`src/common/pkt_fifo_pkg.sv`:
```
// Packet FIFO shared definitions
// Stream widths, statistics counter width, the stored word layout
// and the APB register map used by the register block

package pkt_fifo_pkg;

   // --------------------------------------------------
   // stream widths
   // --------------------------------------------------
   localparam int data_bytes = 4;
   localparam int data_w     = data_bytes * 8;
   localparam int keep_w     = data_bytes;

   // statistics counters, wide enough to run for a long time
   localparam int cnt_w = 32;

   // one word as it sits in the store
   typedef struct packed {
      logic              tlast;
      logic [keep_w-1:0] tkeep;
      logic [data_w-1:0] tdata;
   } stream_word_t;

   // --------------------------------------------------
   // APB register map, byte offsets
   // --------------------------------------------------
   localparam int apb_addr_w = 8;

   localparam logic [apb_addr_w-1:0] reg_in_pkts   = 8'h00;
   localparam logic [apb_addr_w-1:0] reg_in_bytes  = 8'h04;
   localparam logic [apb_addr_w-1:0] reg_out_pkts  = 8'h08;
   localparam logic [apb_addr_w-1:0] reg_out_bytes = 8'h0C;
   localparam logic [apb_addr_w-1:0] reg_drop_pkts = 8'h10;
   // committed words not yet read
   localparam logic [apb_addr_w-1:0] reg_level     = 8'h14;

endpackage
```
`src/common/axis_if.sv`:
```
// Byte-lane stream interface
// Carries tvalid, tready, tdata, tkeep and tlast on the aclk domain.
// A word moves on a rising edge with tvalid and tready both high

`timescale 1ns/1ps

interface axis_if;

   logic                              tvalid;
   logic                              tready;
   logic [pkt_fifo_pkg::data_w-1:0]   tdata;
   logic [pkt_fifo_pkg::keep_w-1:0]   tkeep;
   logic                              tlast;

   // source side
   modport tx (
      output tvalid, tdata, tkeep, tlast,
      input  tready
   );

   // sink side, owns back-pressure
   modport rx (
      input  tvalid, tdata, tkeep, tlast,
      output tready
   );

   // passive taps such as the probes
   modport monitor (
      input tvalid, tready, tdata, tkeep, tlast
   );

endinterface

```
`src/hdl/pkt_fifo_top.sv`:
```
// Packet-aware synchronous FIFO, top level
// Input stream never stalls. Packets go out only once fully stored,
// overflowing packets are dropped whole. Probes on both streams and an
// APB block expose packet, byte and drop totals plus the store level

`timescale 1ns/1ps

module pkt_fifo_top #(
   parameter int fifo_depth = 64
) (
   input  logic                                 aclk,
   input  logic                                 rst_n,
   // input stream, no tready
   input  logic                                 in_tvalid,
   input  logic [pkt_fifo_pkg::data_w-1:0]      in_tdata,
   input  logic [pkt_fifo_pkg::keep_w-1:0]      in_tkeep,
   input  logic                                 in_tlast,
   // output stream
   output logic                                 out_tvalid,
   input  logic                                 out_tready,
   output logic [pkt_fifo_pkg::data_w-1:0]      out_tdata,
   output logic [pkt_fifo_pkg::keep_w-1:0]      out_tkeep,
   output logic                                 out_tlast,
   // APB
   input  logic [pkt_fifo_pkg::apb_addr_w-1:0]  paddr,
   input  logic                                 psel,
   input  logic                                 penable,
   input  logic                                 pwrite,
   input  logic [31:0]                          pwdata,
   output logic [31:0]                          prdata,
   output logic                                 pready,
   output logic                                 pslverr
);

   localparam int addr_w = $clog2(fifo_depth);

   axis_if in_s ();
   axis_if out_s ();

   logic                            wr_en;
   pkt_fifo_pkg::stream_word_t      wr_word;
   logic                            commit;
   logic                            rollback;
   logic [addr_w:0]                 free_words;
   logic [addr_w:0]                 level;
   logic [pkt_fifo_pkg::cnt_w-1:0]  in_pkts, in_bytes;
   logic [pkt_fifo_pkg::cnt_w-1:0]  out_pkts, out_bytes;
   logic [pkt_fifo_pkg::cnt_w-1:0]  drop_pkts;

   // --------------------------------------------------
   // stream ports onto the interfaces
   // --------------------------------------------------
   assign in_s.tvalid = in_tvalid;
   assign in_s.tdata  = in_tdata;
   assign in_s.tkeep  = in_tkeep;
   assign in_s.tlast  = in_tlast;

   assign out_tvalid   = out_s.tvalid;
   assign out_tdata    = out_s.tdata;
   assign out_tkeep    = out_s.tkeep;
   assign out_tlast    = out_s.tlast;
   assign out_s.tready = out_tready;

   // --------------------------------------------------
   // datapath
   // --------------------------------------------------
   pkt_admit #(.addr_w(addr_w)) admit (
      .aclk, .rst_n, .in_s, .wr_en, .wr_word, .commit, .rollback,
      .free_words, .drop_cnt(drop_pkts)
   );

   pkt_store #(.addr_w(addr_w)) store (
      .aclk, .rst_n, .wr_en, .wr_word, .commit, .rollback,
      .free_words, .out_s, .level
   );

   // statistics on both sides of the store
   axis_probe probe_in (
      .aclk, .rst_n, .axis(in_s), .pkt_cnt(in_pkts), .byte_cnt(in_bytes)
   );

   axis_probe probe_out (
      .aclk, .rst_n, .axis(out_s), .pkt_cnt(out_pkts), .byte_cnt(out_bytes)
   );

   pkt_fifo_regs #(.addr_w(addr_w)) regs (
      .aclk, .rst_n, .paddr, .psel, .penable, .pwrite, .pwdata,
      .prdata, .pready, .pslverr, .in_pkts, .in_bytes, .out_pkts,
      .out_bytes, .drop_pkts, .level
   );

endmodule

```
`src/hdl/pkt_fifo_regs.sv`:
```
// Packet FIFO status registers
// APB slave with read-only counters and store level.
// Read data is captured in the setup cycle and the access phase
// completes in its first cycle. Unmapped offsets answer with pslverr

`timescale 1ns/1ps

module pkt_fifo_regs #(
   parameter int addr_w = 6
) (
   input  logic                                 aclk,
   input  logic                                 rst_n,
   input  logic [pkt_fifo_pkg::apb_addr_w-1:0]  paddr,
   input  logic                                 psel,
   input  logic                                 penable,
   input  logic                                 pwrite,
   input  logic [31:0]                          pwdata,
   output logic [31:0]                          prdata,
   output logic                                 pready,
   output logic                                 pslverr,
   input  logic [pkt_fifo_pkg::cnt_w-1:0]       in_pkts,
   input  logic [pkt_fifo_pkg::cnt_w-1:0]       in_bytes,
   input  logic [pkt_fifo_pkg::cnt_w-1:0]       out_pkts,
   input  logic [pkt_fifo_pkg::cnt_w-1:0]       out_bytes,
   input  logic [pkt_fifo_pkg::cnt_w-1:0]       drop_pkts,
   input  logic [addr_w:0]                      level
);

   logic        setup;
   logic [31:0] rd_val;
   logic        unmapped;

   // setup cycle of a transfer
   assign setup = psel && !penable;

   // --------------------------------------------------
   // address decode
   // --------------------------------------------------
   always_comb begin
      rd_val   = '0;
      unmapped = 1'b0;
      case (paddr)
         pkt_fifo_pkg::reg_in_pkts:   rd_val = 32'(in_pkts);
         pkt_fifo_pkg::reg_in_bytes:  rd_val = 32'(in_bytes);
         pkt_fifo_pkg::reg_out_pkts:  rd_val = 32'(out_pkts);
         pkt_fifo_pkg::reg_out_bytes: rd_val = 32'(out_bytes);
         pkt_fifo_pkg::reg_drop_pkts: rd_val = 32'(drop_pkts);
         pkt_fifo_pkg::reg_level:     rd_val = 32'(level);
         default:                     unmapped = 1'b1;
      endcase
   end

   // --------------------------------------------------
   // response
   // --------------------------------------------------
   always_ff @(posedge aclk or negedge rst_n) begin
      if (!rst_n) begin
         pready  <= 1'b0;
         pslverr <= 1'b0;
      end else begin
         // high only for the single access cycle
         pready  <= setup;
         pslverr <= setup && unmapped;
      end
   end

   // all registers are read only, prdata is zero during a write
   always_ff @(posedge aclk) begin
      if (setup) begin
         prdata <= pwrite ? 32'h0 : rd_val;
      end
   end

endmodule

```
`src/pkt_store/pkt_store.sv`:
```
// Packet store
// Word memory with a write pointer, a committed write pointer and a read
// pointer. Only committed words are offered on the output, so a packet
// shows up only once it is complete. Rollback drops uncommitted words.
// The read side is first-word-fall-through

`timescale 1ns/1ps

module pkt_store #(
   parameter int addr_w = 6
) (
   input  logic                        aclk,
   input  logic                        rst_n,
   input  logic                        wr_en,
   input  pkt_fifo_pkg::stream_word_t  wr_word,
   input  logic                        commit,
   input  logic                        rollback,
   output logic [addr_w:0]             free_words,
   axis_if.tx                          out_s,
   output logic [addr_w:0]             level
);

   localparam int depth = 1 << addr_w;

   pkt_fifo_pkg::stream_word_t mem [depth];

   // one extra bit on each pointer tells full from empty
   logic [addr_w:0] wr_ptr;
   logic [addr_w:0] cmt_ptr;
   // committed pointer as seen by the read side, one cycle behind
   logic [addr_w:0] vis_ptr;
   logic [addr_w:0] rd_ptr;
   logic            rd_xfer;
   pkt_fifo_pkg::stream_word_t rd_word;

   // --------------------------------------------------
   // write side
   // --------------------------------------------------
   always_ff @(posedge aclk) begin
      if (wr_en) begin
         mem[wr_ptr[addr_w-1:0]] <= wr_word;
      end
   end

   always_ff @(posedge aclk or negedge rst_n) begin
      if (!rst_n) begin
         wr_ptr  <= '0;
         cmt_ptr <= '0;
         vis_ptr <= '0;
      end else begin
         if (rollback) begin
            wr_ptr <= cmt_ptr;
         end else if (wr_en) begin
            wr_ptr <= wr_ptr + 1'b1;
         end
         // tlast word moves the commit mark past itself
         if (commit) begin
            cmt_ptr <= wr_ptr + 1'b1;
         end
         vis_ptr <= cmt_ptr;
      end
   end

   // room left counts uncommitted words as used
   assign free_words = (addr_w+1)'(depth) - (wr_ptr - rd_ptr);

   // --------------------------------------------------
   // read side
   // --------------------------------------------------
   assign rd_xfer = out_s.tvalid && out_s.tready;

   always_ff @(posedge aclk or negedge rst_n) begin
      if (!rst_n) begin
         rd_ptr <= '0;
      end else if (rd_xfer) begin
         rd_ptr <= rd_ptr + 1'b1;
      end
   end

   // head word falls straight through to the output
   assign rd_word      = mem[rd_ptr[addr_w-1:0]];
   assign out_s.tvalid = (rd_ptr != vis_ptr);
   assign out_s.tdata  = rd_word.tdata;
   assign out_s.tkeep  = rd_word.tkeep;
   assign out_s.tlast  = rd_word.tlast;

   assign level = vis_ptr - rd_ptr;

endmodule

```
`src/hdl/pkt_admit.sv`:
```
// Packet admission
// Accepts the never-stalling input stream and decides per packet whether
// it goes into the store. A word that meets a full store rolls back the
// packet written so far and the rest of it is thrown away up to tlast.
// Each thrown-away packet is counted once, at its last word

`timescale 1ns/1ps

module pkt_admit #(
   parameter int addr_w = 6
) (
   input  logic                               aclk,
   input  logic                               rst_n,
   axis_if.rx                                 in_s,
   output logic                               wr_en,
   output pkt_fifo_pkg::stream_word_t         wr_word,
   output logic                               commit,
   output logic                               rollback,
   input  logic [addr_w:0]                    free_words,
   output logic [pkt_fifo_pkg::cnt_w-1:0]     drop_cnt
);

   logic xfer;
   logic full;
   // set while the rest of a packet is being discarded
   logic dropping;

   // the source ignores back-pressure, so the input is always ready
   assign in_s.tready = 1'b1;

   assign xfer = in_s.tvalid && in_s.tready;
   assign full = (free_words == '0);

   // word as it goes to the store
   assign wr_word.tlast = in_s.tlast;
   assign wr_word.tkeep = in_s.tkeep;
   assign wr_word.tdata = in_s.tdata;

   // --------------------------------------------------
   // store control
   // --------------------------------------------------
   // write while the packet is still healthy and there is room
   assign wr_en    = xfer && !dropping && !full;
   // last word of a kept packet closes it in the store
   assign commit   = wr_en && in_s.tlast;
   // first word that hits a full store undoes the partial packet
   assign rollback = xfer && !dropping && full;

   // --------------------------------------------------
   // drop state and drop counter
   // --------------------------------------------------
   always_ff @(posedge aclk or negedge rst_n) begin
      if (!rst_n) begin
         dropping <= 1'b0;
         drop_cnt <= '0;
      end else if (xfer) begin
         if (dropping || rollback) begin
            // stay in discard until the closing word goes by
            dropping <= !in_s.tlast;
            if (in_s.tlast) begin
               drop_cnt <= drop_cnt + 1'b1;
            end
         end
      end
   end

endmodule

```
`src/hdl/axis_probe.sv`:
```
// Stream probe
// Watches one stream and keeps running totals of packets
// (handshakes with tlast) and bytes (set tkeep lanes per handshake)

`timescale 1ns/1ps

module axis_probe (
   input  logic                            aclk,
   input  logic                            rst_n,
   axis_if.monitor                         axis,
   output logic [pkt_fifo_pkg::cnt_w-1:0]  pkt_cnt,
   output logic [pkt_fifo_pkg::cnt_w-1:0]  byte_cnt
);

   logic                            xfer;
   logic [pkt_fifo_pkg::cnt_w-1:0]  lane_cnt;

   // a word moves only when both sides agree
   assign xfer = axis.tvalid && axis.tready;

   // number of valid byte lanes in the current word
   assign lane_cnt = pkt_fifo_pkg::cnt_w'($countones(axis.tkeep));

   // --------------------------------------------------
   // counters
   // --------------------------------------------------
   // packet count, bumped on the closing word
   always_ff @(posedge aclk or negedge rst_n) begin
      if (!rst_n) begin
         pkt_cnt <= '0;
      end else if (xfer && axis.tlast) begin
         pkt_cnt <= pkt_cnt + 1'b1;
      end
   end

   // byte count, every word contributes its lane count
   always_ff @(posedge aclk or negedge rst_n) begin
      if (!rst_n) begin
         byte_cnt <= '0;
      end else if (xfer) begin
         byte_cnt <= byte_cnt + lane_cnt;
      end
   end

   // counters wrap silently; software reads differences

endmodule

```
`config.mk`:
```
export PLATFORM = sky130hd
export DESIGN_NAME = pkt_fifo_top
export DESIGN_NICKNAME = d
export VERILOG_FILES = /design/src/common/pkt_fifo_pkg.sv /design/src/common/axis_if.sv /design/src/hdl/pkt_fifo_top.sv /design/src/hdl/pkt_fifo_regs.sv /design/src/pkt_store/pkt_store.sv /design/src/hdl/pkt_admit.sv /design/src/hdl/axis_probe.sv
export SDC_FILE = /design/constraint.sdc
export NUM_CORES = 2
export LEC_CHECK = 0
export BUFFER_PORTS_ARGS = -buffer_cell sky130_fd_sc_hd__buf_2
export CORE_ASPECT_RATIO = 1.2
export CORE_MARGIN = 8
export CORE_UTILIZATION = 55
export DETAILED_ROUTE_END_ITERATION = 10
export GPL_TIMING_DRIVEN = 0
export HOLD_SLACK_MARGIN = 0.06
export PLACE_DENSITY_LB_ADDON = 0.08
export SLEW_MARGIN = 10
export SYNTH_ARGS = -nofsm -noshare
export SYNTH_HDL_FRONTEND = slang
export SYNTH_SLANG_ARGS = --single-unit
```
`constraint.sdc`:
```
create_clock -name aclk -period 6.51 [get_ports aclk]
set_input_delay 0.9765 -clock aclk [delete_from_list [all_inputs] [get_ports aclk]]
set_output_delay 0.9765 -clock aclk [all_outputs]
set_load 0.01 [all_outputs]
```
==> flow_results.org <==
** Placement
- Cell area after placement :: 109000 sq um
- DP Worst Slack :: -0.692 ns
- The count of buffers added on input and output ports is 122.
- Routability-driven placement finished with a final weighted congestion of 0.917.
- Half-perimeter wire length after placement :: 189000 microns

** Setup path
- Worst R2R Start :: store.rd_ptr[0]
- Most common cell on crit path :: sky130_fd_sc_hd__buf_2
- Measured in cells, the most critical reg-to-reg path has a length of 18.
- Counting both buffers and inverters, the worst setup path holds a total of 6.
- The critical path ends at out_tdata[23].
- Cell with the largest stage delay on the worst path :: sky130_fd_sc_hd__clkdlybuf4s15_1
- Data on the critical path arrives at its endpoint at 5.42 ns.
- The kind of cell with the highest combined delay along the critical path is buffers and inverters.
- Traced cell by cell, the critical path runs through buf_2 -> buf_2 -> buf_4 -> clkdlybuf4s15_1 -> buf_2 -> mux4_2 -> nand2_1 -> a31oi_1 -> mux4_2 -> buf_2.
- Of all nets on the critical path, the largest fanout is 10.
- Critical path launch point :: store.rd_ptr[1]
- WP depth :: 10
- STA classifies the critical path endpoint as an output pin.
- Longest individual stage delay on the worst path :: 0.85 ns
- In this run the register-to-register setup slack is 0.16 ns.
- Startpoint class of the critical path :: register
- Worst endpoint required time :: 5.53 ns
- Worst setup path category :: register to output pin
- The endpoint identified for the worst register-to-register timing path is store.mem[54][6].

** Final layout
- The finished cells cover 116000 sq um.
- NumNets Final :: 5338
- Layout cells sized above 1 :: 28.2%
- The area growth from synthesis to layout is 14.5%.
- Utilization after layout :: 63.2%

** Die
- Die width :: 409 microns
- Area enclosed by the die boundary :: 199000 sq um
- The initialized floorplan defines 173 standard-cell rows.
- During I/O placement, the number of pins put on the boundary was 156.
- In this run the standard cell core region covers 184000 sq um.
- The initial utilization of the core area, before any placement, comes to 55.1%.
- Measured along the y axis, the die boundary spans 487 microns.

** Timing
- Final worst setup slack :: 0.115 ns
- The final count of hold timing violations came to 0.
- Fin Clk Skew :: 0.0302 ns
- Number of setup violations in the final report :: 0
- Achievable Freq :: 0.156 GHz
- At the pin with the least slew margin, the transition time is 1.30 ns.
- In the finished design, the share of the clock period the worst path needs comes to 98.2%.
- Headroom to the max-slew limit came out at 13.4%.
- Max-slew violation total from the final report :: 0
- Final critical path time including I/O delays and setup :: 6.39 ns
- Unrepaired setup endpoints after global routing :: no

** GRT
- The first global-routing pass estimated 394000 microns of wire.
- Vias in the first global route :: 51441
- Pin count of the biggest net entering global routing :: 97
- Global routing consumed, over all layers together, 28.1% of the routing resources.
- Antenna violations before repair :: 24
- GR Overflow Total :: 0

** Logic synthesis
- Area of the mapped netlist :: 102000 sq um
- Synth cell types :: 52
- Among all flip-flop cells after synthesis, the most frequent one is sky130_fd_sc_hd__edfxtp_1.
- The number of nets in the synthesized netlist is 4860.
- In this run, synthesis produced a sequential element count of 2591.
- Avg Cell Area, Syn :: 21.5 sq um
- Portion of the post-synthesis area used by sequential elements :: 75.6%
- In the synthesized netlist, the number of instances is 4738.
- Synth warnings :: 0
- The synthesized design contains 2400 enable-type register cells.
- Synth async-reset ratio :: 7.37%

** Clock network
- CTS placed an instance of sky130_fd_sc_hd__clkbuf_16 at the clock tree root.
- Total clock buffers created by CTS :: 240
- TritonCTS built the clock tree.
- H-tree depth reported by CTS :: 4
- Clock-pin slew was measured on the worst setup and hold paths at 0.06 ns.
- In this run, post-CTS hold repair placed 0 buffers.
- Clock latency on the worst-skew pair, taken at its later pin, is 0.87 ns.
- The number of setup buffers added after CTS is 0.
- CTS max path bufs :: 3
- Number of sinks on the clock net :: 2591

** Pwr
- Dividing total power by cell area gives a power density of 424 nW/um^2.
- Combinational fraction of design power :: 32.9%
- Switching part of the total :: 32.8%
- The worst-case IR drop observed on VDD is 0.000345 V.
- The design draws 49.4 mW.
- Power share of the sequential group :: 38.9%
- Cell leakage power :: 37.8 nW
- Net switching component of the power :: 16.2 mW
- Clock share of power :: 28.2%
- The internal power of the cells totals 33.2 mW.

** Route
- Detailed routing inserted a total of 51219 vias.
- Detail-routed via count per cell :: 6.50
- For this block, the initial DRC count from the detailed router was 6916.
- In this run the remaining antenna-violating nets after routing total 0.
- In the routed design, unresolved DRC markers number 0.
- Detailed-route wire length per cell :: 35.6 microns
- The pre-antenna-repair detailed-routing pass consisted of 6 iterations.
- After detailed routing, the total wire length is 281000 microns.

** Hold path
- The worst hold path belongs to the class input pin to asynchronous set/reset pin.

** Outcome
- The run finished with clean final reports.

** Run
- Number of max-cap violations :: 0
## metrics by stage
stage          hold slack [ns]  std cells   TNS, ns
3_3_place_gp             0.388       7310  -3585.84
4_1_cts                 0.0933       7870         0
6_report                 0.102       7883         0
3_5_place_dp             0.390       7425     -5.86
2_1_floorplan            0.368       4738         0
5_1_grt                  0.157       7874         0
## worst min-delay path by stage
stage | endpoint | cells after the start
CTS | store.rd_ptr[4] | 1
global route | probe_out.byte_cnt[0] | 1
finish | probe_out.byte_cnt[0] | 1
detailed placement | store.vis_ptr[1] | 0
floorplan | store.vis_ptr[1] | 0
global placement | store.vis_ptr[1] | 0
## cell type report
cell class,count,area [sq um]
clock inverters,159,1480
clock buffers,287,6240
multi-input cells,1865,24100
inverters,35,131
fillers,12657,67900
diodes,13,32.5
plain buffers,245,1220
well taps,2450,3070
repair buffers,238,3360
flip-flops and latches,2591,76800
## timing repair
item                       4_1_cts  5_1_grt
setup endpoints to repair       23       10
hold endpoints to repair         0        0
cloned                           0        0
gates resized for setup         56       18
## layout by cell type, fill, tap and decap left out, types with 28 or more instances in the layout
| cell | synthesis | final |
|---|---|---|
| sky130_fd_sc_hd__clkbuf_1 | 125 | 142 |
| sky130_fd_sc_hd__buf_12 | 0 | 70 |
| sky130_fd_sc_hd__nand3_1 | 77 | 77 |
| sky130_fd_sc_hd__clkinv_1 | 1 | 65 |
| sky130_fd_sc_hd__xor2_1 | 75 | 75 |
| sky130_fd_sc_hd__dfrtp_1 | 191 | 191 |
| sky130_fd_sc_hd__nand2_1 | 252 | 252 |
| sky130_fd_sc_hd__inv_1 | 34 | 34 |
| sky130_fd_sc_hd__buf_16 | 0 | 46 |
| sky130_fd_sc_hd__nor2_1 | 144 | 80 |
| sky130_fd_sc_hd__a31oi_1 | 36 | 34 |
| sky130_fd_sc_hd__clkinv_2 | 0 | 48 |
| sky130_fd_sc_hd__clkbuf_16 | 0 | 241 |
| sky130_fd_sc_hd__xnor2_1 | 97 | 97 |
| sky130_fd_sc_hd__edfxtp_1 | 2400 | 2400 |
| sky130_fd_sc_hd__ha_1 | 30 | 30 |
| sky130_fd_sc_hd__nor2_4 | 0 | 64 |
| sky130_fd_sc_hd__a22oi_1 | 28 | 28 |
| sky130_fd_sc_hd__mux4_2 | 733 | 733 |
| sky130_fd_sc_hd__buf_2 | 60 | 147 |
| sky130_fd_sc_hd__nand4_1 | 37 | 37 |
| sky130_fd_sc_hd__and3_1 | 66 | 66 |
| sky130_fd_sc_hd__nor3_1 | 39 | 39 |
| sky130_fd_sc_hd__buf_4 | 22 | 65 |
| sky130_fd_sc_hd__mux2i_1 | 50 | 50 |
## cells by family (layout without fill, tap and decap cells)
| kind of cell | after synthesis | count (layout) | share of synthesized area (%) |
|---|---|---|---|
| AND/OR/NAND/NOR | 686 | 686 | 3.14 |
| XOR/XNOR | 172 | 172 | 1.48 |
| other | 0 | 13 | 0 |
| adder cells (fa/ha/maj) | 38 | 38 | 0.527 |
| multiplexers | 809 | 809 | 17.0 |
| flip-flops | 2591 | 2591 | 75.6 |
| AO/OA/AOI/OAI | 160 | 160 | 1.05 |
| buffers and inverters | 282 | 964 | 1.23 |
## registers in the layout, summed over array words and instances (netlist names)
name	count
store.mem	2368
admit.drop_cnt	32
probe_in.byte_cnt	32
probe_in.pkt_cnt	32
probe_out.byte_cnt	32
probe_out.pkt_cnt	32
regs.prdata	32
store.cmt_ptr	7
store.rd_ptr	7
store.vis_ptr	7
store.wr_ptr	7
admit.dropping	1
regs.pready	1
regs.pslverr	1
## power by group through the flow
stage | sequential, mW | clock [mW] | combinational [mW]
2_1_floorplan | 19.5 | 0 | 9.26
3_3_place_gp | 19.6 | 0 | 15.8
3_5_place_dp | 19.6 | 0 | 16.3
4_1_cts | 19.2 | 14.1 | 16.4
5_1_grt | 19.3 | 14.7 | 16.9
6_report | 19.2 | 13.9 | 16.2
## per-layer routing
layer	global-route usage, %	routed length (microns)	up-vias
li1	-	-	20597
met1	38.3	107000	27618
met2	46.4	139000	2544
met3	4.65	22900	456
met4	10.5	11700	4
met5	0	27	-
## worst reg2reg max path: stages (launching register included)
cell and delay [ns]:
sky130_fd_sc_hd__dfrtp_1 0.44, sky130_fd_sc_hd__buf_2 0.24, sky130_fd_sc_hd__buf_6 0.22, sky130_fd_sc_hd__buf_6 0.23, sky130_fd_sc_hd__inv_1 0.28, sky130_fd_sc_hd__ha_1 0.20, sky130_fd_sc_hd__inv_1 0.04, sky130_fd_sc_hd__ha_1 0.22
sky130_fd_sc_hd__fa_1 0.46, sky130_fd_sc_hd__a21o_1 0.17, sky130_fd_sc_hd__a21oi_1 0.22, sky130_fd_sc_hd__xnor2_1 0.18, sky130_fd_sc_hd__nor4_2 0.14, sky130_fd_sc_hd__clkbuf_1 0.27, sky130_fd_sc_hd__nor2_1 0.27, sky130_fd_sc_hd__nand4b_1 0.95
sky130_fd_sc_hd__nor2_4 1.00, sky130_fd_sc_hd__buf_16 0.24, sky130_fd_sc_hd__buf_12 0.23
## cell usage after synthesis, types with 2 or more instances
cell,number,share of area (%)
sky130_fd_sc_hd__edfxtp_1,2400,71
sky130_fd_sc_hd__mux4_2,733,16
sky130_fd_sc_hd__nand2_1,252,0.93
sky130_fd_sc_hd__dfrtp_1,191,4.7
sky130_fd_sc_hd__nor2_1,144,0.53
sky130_fd_sc_hd__clkbuf_1,125,0.46
sky130_fd_sc_hd__xnor2_1,97,0.84
sky130_fd_sc_hd__nand3_1,77,0.38
sky130_fd_sc_hd__xor2_1,75,0.65
sky130_fd_sc_hd__and3_1,66,0.41
sky130_fd_sc_hd__buf_2,60,0.30
sky130_fd_sc_hd__mux2i_1,50,0.49
sky130_fd_sc_hd__nor3_1,39,0.19
sky130_fd_sc_hd__nand4_1,37,0.23
sky130_fd_sc_hd__a31oi_1,36,0.22
sky130_fd_sc_hd__buf_1,36,0.13
sky130_fd_sc_hd__inv_1,34,0.13
sky130_fd_sc_hd__ha_1,30,0.37
sky130_fd_sc_hd__a22oi_1,28,0.21
sky130_fd_sc_hd__o21ai_0,27,0.13
sky130_fd_sc_hd__mux2_2,26,0.29
sky130_fd_sc_hd__o22a_1,25,0.22
sky130_fd_sc_hd__a21oi_1,22,0.11
sky130_fd_sc_hd__buf_4,22,0.16
sky130_fd_sc_hd__nor4_1,22,0.14
sky130_fd_sc_hd__nor2b_1,12,0.074
sky130_fd_sc_hd__and2_1,9,0.055
sky130_fd_sc_hd__and4_1,8,0.069
sky130_fd_sc_hd__fa_1,8,0.16
sky130_fd_sc_hd__or3_1,7,0.043
sky130_fd_sc_hd__a211oi_1,6,0.044
sky130_fd_sc_hd__buf_6,4,0.044
sky130_fd_sc_hd__a21o_1,3,0.022
sky130_fd_sc_hd__nand2b_1,3,0.018
sky130_fd_sc_hd__nand3b_1,3,0.022
sky130_fd_sc_hd__o21a_1,2,0.015
sky130_fd_sc_hd__o221ai_1,2,0.017
sky130_fd_sc_hd__o22ai_1,2,0.012
sky130_fd_sc_hd__o311ai_0,2,0.017
Note: power is estimated with default switching activity, not from simulation.
